--- src/flash_cmd_pkg.sv ---
package flash_cmd_pkg;

    // flash protocol widths
    localparam int ADDR_W  = 24;
    localparam int DATA_W  = 32;
    localparam int OPC_W   = 8;
    localparam int FRAME_W = OPC_W + ADDR_W + DATA_W;

    // command bytes
    localparam logic [OPC_W-1:0] OPC_READ = 8'h03;
    localparam logic [OPC_W-1:0] OPC_WREN = 8'h06;
    localparam logic [OPC_W-1:0] OPC_PP   = 8'h02;
    localparam logic [OPC_W-1:0] OPC_SE   = 8'h20;
    localparam logic [OPC_W-1:0] OPC_RDSR = 8'h05;

    localparam int SR_WIP_BIT = 0;                      // write in progress

    // command frame as sent on the wire, opcode first
    typedef struct packed {
        logic [OPC_W-1:0]  opcode;
        logic [ADDR_W-1:0] address;
        logic [DATA_W-1:0] data;
    } frame_fields_t;

    // built as fields by the sequencer, shifted raw by the shifter
    typedef union packed {
        frame_fields_t      f;
        logic [FRAME_W-1:0] raw;
    } flash_frame_t;

endpackage

--- src/flash_ctrl_pkg.sv ---
package flash_ctrl_pkg;

    // operation sequencer states
    typedef enum logic [2:0] {
        IDLE,
        WREN,
        CMD,
        POLL,
        DONE
    } seq_state_t;

    // host request
    typedef enum logic [1:0] {
        OP_READ,
        OP_WRITE,
        OP_ERASE
    } host_op_t;

    localparam int LEN_W = 7;

    // frame lengths in bits, opcode included
    localparam logic [LEN_W-1:0] LEN_WREN = 7'd8;
    localparam logic [LEN_W-1:0] LEN_READ = 7'd64;    // opcode, address, 32 bits in
    localparam logic [LEN_W-1:0] LEN_PP   = 7'd64;
    localparam logic [LEN_W-1:0] LEN_SE   = 7'd32;
    localparam logic [LEN_W-1:0] LEN_RDSR = 7'd16;    // opcode, status byte in

endpackage

--- src/shift_if.sv ---
`timescale 1ns/1ps

interface shift_if;
    import flash_cmd_pkg::*;
    import flash_ctrl_pkg::*;

    logic              go;        // one cycle, shifter idle only
    flash_frame_t      frame;
    logic [LEN_W-1:0]  len;
    logic              done;      // one cycle, cs already high
    logic [DATA_W-1:0] rx;        // last 32 bits received

    modport master (
        output go, frame, len,
        input  done, rx
    );

    modport slave (
        input  go, frame, len,
        output done, rx
    );

endinterface

--- src/spi_shifter.sv ---
`timescale 1ns/1ps

module spi_shifter #(
    parameter int CLK_DIV = 2
) (
    input  logic   i_clk,
    input  logic   i_reset,
    shift_if.slave sif,
    output logic   spi_cs_n,
    output logic   spi_sck,
    output logic   spi_mosi,
    input  logic   spi_miso
);
    import flash_cmd_pkg::*;
    import flash_ctrl_pkg::*;

    localparam int DIV_W = (CLK_DIV > 1) ? $clog2(CLK_DIV) : 1;
    localparam logic [DIV_W-1:0] DIV_LAST = DIV_W'(CLK_DIV - 1);

    logic [DIV_W-1:0] div_cnt;
    logic [LEN_W-1:0] bit_cnt;      // bits still to clock
    logic             mosi_q;
    logic             done_q;
    flash_frame_t     shreg;
    logic             div_tick;
    logic             start_frame;
    logic             rise;

    assign div_tick    = (div_cnt == DIV_LAST);
    assign start_frame = spi_cs_n && sif.go;
    assign rise        = !spi_cs_n && div_tick && (bit_cnt != '0) && !spi_sck;

    always_ff @(posedge i_clk) begin
        if (i_reset) begin
            spi_cs_n <= 1'b1;
            spi_sck  <= 1'b0;
            mosi_q   <= 1'b0;
            done_q   <= 1'b0;
            bit_cnt  <= '0;
            div_cnt  <= '0;
        end else begin
            done_q <= 1'b0;
            if (spi_cs_n) begin
                if (sif.go) begin
                    spi_cs_n <= 1'b0;
                    bit_cnt  <= sif.len;
                    div_cnt  <= '0;
                    mosi_q   <= sif.frame.raw[FRAME_W-1];    // first bit ready before sck rises
                end
            end else if (div_tick) begin
                div_cnt <= '0;
                if (bit_cnt == '0) begin                    // tail after the last fall
                    spi_cs_n <= 1'b1;
                    mosi_q   <= 1'b0;
                    done_q   <= 1'b1;
                end else if (rise) begin
                    spi_sck <= 1'b1;
                end else begin
                    spi_sck <= 1'b0;
                    bit_cnt <= bit_cnt - 1'b1;
                    mosi_q  <= shreg.raw[FRAME_W-1];
                end
            end else begin
                div_cnt <= div_cnt + 1'b1;
            end
        end
    end

    // out from the top, miso in at the bottom on each rising edge
    always_ff @(posedge i_clk) begin
        if (start_frame) begin
            shreg.raw <= sif.frame.raw;
        end else if (rise) begin
            shreg.raw <= {shreg.raw[FRAME_W-2:0], spi_miso};
        end
    end

    assign spi_mosi = mosi_q;
    assign sif.done = done_q;
    assign sif.rx   = shreg.raw[DATA_W-1:0];

    // mode 0 idle level on the bus
    a_sck_idle_low: assert property (@(posedge i_clk) disable iff (i_reset)
        spi_cs_n |-> !spi_sck);

    // the sequencer must wait for done before the next frame
    a_go_when_idle: assert property (@(posedge i_clk) disable iff (i_reset)
        sif.go |-> spi_cs_n);

endmodule

--- src/cmd_sequencer.sv ---
`timescale 1ns/1ps

module cmd_sequencer (
    input  logic                             i_clk,
    input  logic                             i_reset,
    input  logic                             start,
    input  flash_ctrl_pkg::host_op_t         op,
    input  logic [flash_cmd_pkg::ADDR_W-1:0] address,
    input  logic [flash_cmd_pkg::DATA_W-1:0] wr_word,
    input  logic                             ack,
    output logic                             busy,
    output logic                             valid,
    output logic [flash_cmd_pkg::DATA_W-1:0] rd_word,
    shift_if.master                          sif
);
    import flash_cmd_pkg::*;
    import flash_ctrl_pkg::*;

    seq_state_t        state;
    host_op_t          op_q;
    logic [ADDR_W-1:0] addr_q;
    logic [DATA_W-1:0] wdata_q;
    logic              pending;      // frame out, waiting for done
    logic              issue;
    flash_frame_t      nxt_frame;
    logic [LEN_W-1:0]  nxt_len;

    function automatic flash_frame_t build_frame(
        input logic [OPC_W-1:0]  opc,
        input logic [ADDR_W-1:0] adr,
        input logic [DATA_W-1:0] dat
    );
        flash_frame_t fr;
        fr.f.opcode  = opc;
        fr.f.address = adr;
        fr.f.data    = dat;
        return fr;
    endfunction

    assign issue = !pending && (state inside {WREN, CMD, POLL});

    always_comb begin
        nxt_frame = build_frame(OPC_RDSR, '0, '0);
        nxt_len   = LEN_RDSR;
        case (state)
            WREN: begin
                nxt_frame = build_frame(OPC_WREN, '0, '0);
                nxt_len   = LEN_WREN;
            end
            CMD: begin
                case (op_q)
                    OP_READ: begin
                        nxt_frame = build_frame(OPC_READ, addr_q, '0);
                        nxt_len   = LEN_READ;
                    end
                    OP_WRITE: begin
                        nxt_frame = build_frame(OPC_PP, addr_q, wdata_q);
                        nxt_len   = LEN_PP;
                    end
                    default: begin
                        nxt_frame = build_frame(OPC_SE, addr_q, '0);
                        nxt_len   = LEN_SE;
                    end
                endcase
            end
            default: ;                                      // poll frame
        endcase
    end

    always_ff @(posedge i_clk) begin
        if (state == IDLE && start) begin
            op_q    <= op;
            addr_q  <= address;
            wdata_q <= wr_word;
        end
        if (issue) begin
            sif.frame <= nxt_frame;
            sif.len   <= nxt_len;
        end
    end

    always_ff @(posedge i_clk) begin
        if (i_reset) begin
            state   <= IDLE;
            pending <= 1'b0;
            busy    <= 1'b0;
            valid   <= 1'b0;
            rd_word <= '0;
            sif.go  <= 1'b0;
        end else begin
            sif.go <= issue;
            if (issue) begin
                pending <= 1'b1;
            end else if (sif.done) begin
                pending <= 1'b0;
            end
            case (state)
                IDLE: begin
                    if (start) begin
                        busy  <= 1'b1;
                        state <= (op == OP_READ) ? CMD : WREN;
                    end
                end
                WREN: begin
                    if (sif.done) state <= CMD;
                end
                CMD: begin
                    if (sif.done) begin
                        if (op_q == OP_READ) begin
                            rd_word <= sif.rx;
                            busy    <= 1'b0;
                            valid   <= 1'b1;
                            state   <= DONE;
                        end else begin
                            state <= POLL;
                        end
                    end
                end
                POLL: begin
                    if (sif.done && !sif.rx[SR_WIP_BIT]) begin   // flash ready
                        busy  <= 1'b0;
                        valid <= 1'b1;
                        state <= DONE;
                    end
                end
                DONE: begin
                    if (ack) begin
                        valid <= 1'b0;
                        state <= IDLE;
                    end
                end
                default: state <= IDLE;
            endcase
        end
    end

    a_valid_busy_excl: assert property (@(posedge i_clk) disable iff (i_reset)
        !(valid && busy));

    // no frame while the host holds a result or nothing is requested
    a_go_in_frame_state: assert property (@(posedge i_clk) disable iff (i_reset)
        sif.go |-> busy && (state inside {WREN, CMD, POLL}));

endmodule

--- src/flash_ctrl_top.sv ---
`timescale 1ns/1ps

module flash_ctrl_top #(
    parameter int CLK_DIV = 2       // i_clk cycles per sck half period
) (
    input  logic                             i_clk,
    input  logic                             i_reset,

    // host side
    input  logic                             start,
    input  flash_ctrl_pkg::host_op_t         op,
    input  logic [flash_cmd_pkg::ADDR_W-1:0] address,
    input  logic [flash_cmd_pkg::DATA_W-1:0] wr_word,
    input  logic                             ack,
    output logic                             busy,
    output logic                             valid,
    output logic [flash_cmd_pkg::DATA_W-1:0] rd_word,

    // flash side, spi mode 0
    output logic                             spi_cs_n,
    output logic                             spi_sck,
    output logic                             spi_mosi,
    input  logic                             spi_miso
);

    shift_if i_shift_if ();

    cmd_sequencer i_cmd_sequencer (
        .i_clk   (i_clk),
        .i_reset (i_reset),
        .start   (start),
        .op      (op),
        .address (address),
        .wr_word (wr_word),
        .ack     (ack),
        .busy    (busy),
        .valid   (valid),
        .rd_word (rd_word),
        .sif     (i_shift_if.master)
    );

    spi_shifter #(
        .CLK_DIV (CLK_DIV)
    ) i_spi_shifter (
        .i_clk    (i_clk),
        .i_reset  (i_reset),
        .sif      (i_shift_if.slave),
        .spi_cs_n (spi_cs_n),
        .spi_sck  (spi_sck),
        .spi_mosi (spi_mosi),
        .spi_miso (spi_miso)
    );

endmodule

--- config.mk ---
export PLATFORM = sky130hd
export DESIGN_NAME = flash_ctrl_top
export DESIGN_NICKNAME = d
export VERILOG_FILES = /design/src/flash_cmd_pkg.sv /design/src/flash_ctrl_pkg.sv /design/src/shift_if.sv /design/src/spi_shifter.sv /design/src/cmd_sequencer.sv /design/src/flash_ctrl_top.sv
export SDC_FILE = /design/constraint.sdc
export NUM_CORES = 1
export LEC_CHECK = 0
export ABC_AREA = 1
export BUFFER_PORTS_ARGS = -buffer_cell sky130_fd_sc_hd__buf_2
export CAP_MARGIN = 10
export CORE_ASPECT_RATIO = 2
export CORE_MARGIN = 8
export CORE_UTILIZATION = 40
export DETAILED_ROUTE_END_ITERATION = 12
export GPL_TIMING_DRIVEN = 0
export SLEW_MARGIN = 20
export SYNTH_ARGS = -nofsm -noshare
export SYNTH_HDL_FRONTEND = slang
export SYNTH_SLANG_ARGS = --single-unit
--- constraint.sdc ---
create_clock -name i_clk -period 7 [get_ports i_clk]
set_input_delay 0.35 -clock i_clk [delete_from_list [all_inputs] [get_ports i_clk]]
set_output_delay 0.35 -clock i_clk [all_outputs]
set_load 0.005 [all_outputs]
==> results by group <==
Floorplan
  • Starting density of the core: 0.406
  • Rows: between 70 and 80
  • I/O pins: 100
  • Die height: 230 um
  • Die area: 0.0283 mm^2
  • Die width: 123 um
  • Core ar.: 0.0225 mm^2

Critical path
  • CP startpoint kind: register
  • WP data required: roughly 7 ns
  • Slowest cell on the critical path: nor3_2
  • Crit-path max cell delay: 0.51 ns
  • Setup CP Type: register to register
  • Crit-path cells: nor2_1 > nor3_2 > buf_4 > buf_4 > buf_4 > buf_4
  • Worst Setup End Kind: register
  • CP Max Fanout: 11
  • CP arrival: ~2.6 ns
  • CP dominant cell by count: buf_4

Clocking
  • Worst-Skew Late Latency: 0.50 ns
  • TritonCTS clock tree: yes
  • Resized cells post-CTS: 0
  • Total CTS buffers: 21
  • Sink Count: roughly 240
  • H-tree levels: 1
  • Post-CTS Setup Bufs: 0
  • Clock root cell: clkbuf_16
  • Clock-pin slew on the worst setup and hold paths: about 0.070 ns
  • Max clock buf depth: 3

Placement
  • Placement Cell Area: 0.0101 mm^2
  • # port buffers: a little under 100
  • Post-DP HPWL: around 13000 um
  • Final Wtd Congestion: 0.803

Yosys
  • Syn Area/Cell: around 11 um^2
  • Sequential area share after synthesis: 0.719
  • Cell variety after synth: 29
  • Simple-Gate Fraction of Synth Area: 0.167
  • Post-synth top flop: edfxtp_1
  • Top-area cell type share of the netlist area: 0.607
  • Synth Area in Compound Gates: 0.0518
  • Mapped cell area: slightly above 0.009 mm^2
  • Mux cell area share after synthesis: 0
  • Post-Synth XOR/XNOR Area: 0.00192
  • Top cells by area, synth: edfxtp_1, dfxtp_1, nand2_1
  • Warnings, synthesis: 0
  • Ys async rst share: 0
  • Largest family of logic cells by synthesized area: simple AND/OR/NAND/NOR gates
  • Post-synth top area cell: edfxtp_1
  • EDFF count, synth: around 190
  • Synth Instances: 829
  • Synth Area in Adders: 0.00274
  • Syn nets: ~890
  • Seq cells post-synth: between 200 and 250

Finish
  • Final net count: around 1.0k
  • Area grow syn2layout: 19.9%
  • ANT cells: 0
  • Commonest non-fill, non-tap cell in the layout: nand2_1
  • Share of layout cells above drive strength 1: 0.183
  • Most frequent cells in the layout: nand2_1, edfxtp_1, buf_2, nor2_1, inv_1
  • Fin area: around 0.011 mm^2

STA
  • Clock skew: between 0.015 and 0.02 ns
  • Fmax: 424 MHz
  • Final setup viols: 0
  • Final Hold Vio Count: 0
  • RSZ-0062 raised after global routing: no
  • Min cycle time layout: 2.36 ns
  • Final Cycle Share: 0.337
  • Pins Over Slew Limit: 0
  • Worst Max-Slew Pin Slew: between 0.6 and 0.7 ns
  • Max_slew headroom: 0.568
  • Setup TNS: 0 ns

GRT
  • First-pass GRT wire length: 28200 um
  • Pin count of the biggest net entering global routing: 40
  • Antenna violations before repair: 0
  • Number of global-route vias before repair: 5777
  • GRT Overall Usage: 0.125
  • Grt ovf: 0

Detailed routing
  • DRC Markers: 0
  • Iter 0 DRT Violations: roughly 260
  • WL final: 17500 um
  • Post-detailed-route wirelength per cell: 13.8 um
  • Routed Antenna Nets: 0
  • Pre-Repair DR Iteration Count: 4
  • Vias per cell: approximately 4.5
  • Vias: between 5k and 6k

Power
  • Leak pwr: around 4.5 nW
  • Final Power: between 4 and 5 mW
  • Power per Cell Area: about 390 mW/mm^2
  • Max IR drop VDD: 0.271 mV

Outcome
  • Status: completed

Min path
  • Hold WC Path Type: input port to register

Flow run
  • Max Cap Violations: 0
## synthesized netlist by cell type (2+ instances only)
master and count:
a21oi_1 45, buf_2 12, buf_6 9, clkbuf_1 13, dfxtp_1 51, edfxtp_1 185
ha_1 2, inv_1 80, inv_2 3, nand2_1 259, nand2_2 4, nand3_1 11
nand4_1 3, nor2_1 91, nor2_2 2, nor2_4 2, o21ai_0 15, o21ai_1 30
xnor2_1 2
## where the power goes
| group | internal (mW) | switching (mW) |
|---|---|---|
| Combinational | 0.283 | 0.609 |
| Sequential | 2.02 | 0.122 |
| Clock | 0.699 | 0.491 |
## cell families (layout without fill, tap and decap cells)
| logic type | Yosys count | in the layout |
|---|---|---|
| AND/OR/NAND/NOR | 378 | 378 |
| adder cells (fa/ha/maj) | 2 | 2 |
| XOR/XNOR | 2 | 2 |
| flip-flops | 236 | 236 |
| buffers and inverters | 118 | 277 |
| AO/OA/AOI/OAI | 93 | 93 |
## worst max-delay path, delay by kind of cell (launching register included)
kind                   cells  cell delay, ns
DFF                        1            0.44
buffers and inverters      4            0.94
and+or+nand+nor            2            0.65
## what timing repair did
| item | 4_1_cts | 5_1_grt |
|---|---|---|
| endpoints found under the setup margin | 0 | 0 |
| hold buffers | 14 | 0 |
| endpoints found under the hold margin | 14 | 0 |
## worst paths after layout
kind                                                 start                                       end  slack, ns  depth (start not counted)
setup / recovery     i_cmd_sequencer.state[1]$_SDFFE_PP0P_   i_cmd_sequencer.sif.frame[21]$_DFFE_PP_       4.64                          6
hold / removal                                 address[23]      i_cmd_sequencer.addr_q[23]$_DFFE_PP_       0.03                          1
setup reg to reg     i_cmd_sequencer.state[1]$_SDFFE_PP0P_   i_cmd_sequencer.sif.frame[21]$_DFFE_PP_       4.64                          6
hold reg to reg   i_cmd_sequencer.rd_word[11]$_SDFFE_PP0P_  i_cmd_sequencer.rd_word[11]$_SDFFE_PP0P_       0.44                          2
## stage by stage
step / std cells / worst slack [ns] / util / hold WS (ns)
2_1_floorplan: 829 / 1.54 / - / 0.419
3_3_place_gp: 1208 / -0.450 / 0.443 / 0.431
3_5_place_dp: 1217 / 4.67 / 0.449 / 0.435
4_1_cts: 1268 / 4.64 / 0.486 / 0.00135
5_1_grt: 1268 / 4.51 / 0.486 / 0.00439
6_report: 1268 / 4.64 / 0.486 / 0.0266
## cell type report
class | count | area (um^2)
clock inverter | 14 | 173
buffer | 35 | 218
clock buffer | 23 | 533
fill | 2067 | 11600
timing repair buffer | 122 | 741
tap | 280 | 350
sequential | 236 | 6580
multi-input combinational | 475 | 2060
inverter | 83 | 312
## sequential cells by signal, summed over array words and instances, names as in the netlist
| name | flops |
|---|---|
| i_spi_shifter.shreg | 64 |
| i_cmd_sequencer.sif.frame | 59 |
| i_cmd_sequencer.rd_word | 32 |
| i_cmd_sequencer.wdata_q | 32 |
| i_cmd_sequencer.addr_q | 24 |
| i_spi_shifter.bit_cnt | 7 |
| i_cmd_sequencer.sif.len | 4 |
| i_cmd_sequencer.state | 3 |
| i_cmd_sequencer.op_q | 2 |
| i_cmd_sequencer.busy | 1 |
| i_cmd_sequencer.pending | 1 |
| i_cmd_sequencer.sif.go | 1 |
| i_cmd_sequencer.valid | 1 |
| i_spi_shifter.div_cnt | 1 |
| i_spi_shifter.sif.done | 1 |
| i_spi_shifter.spi_cs_n | 1 |
| i_spi_shifter.spi_mosi | 1 |
| i_spi_shifter.spi_sck | 1 |
## layer usage
metal  track usage  up-vias  wire length, um
li1              -     2992                -
met1         0.131     2599             6760
met2         0.231      140             9430
met3        0.0243       30              809
met4        0.0560        0              507
met5             0        -                0
No activity file was read; power rests on OpenSTA's default activity.
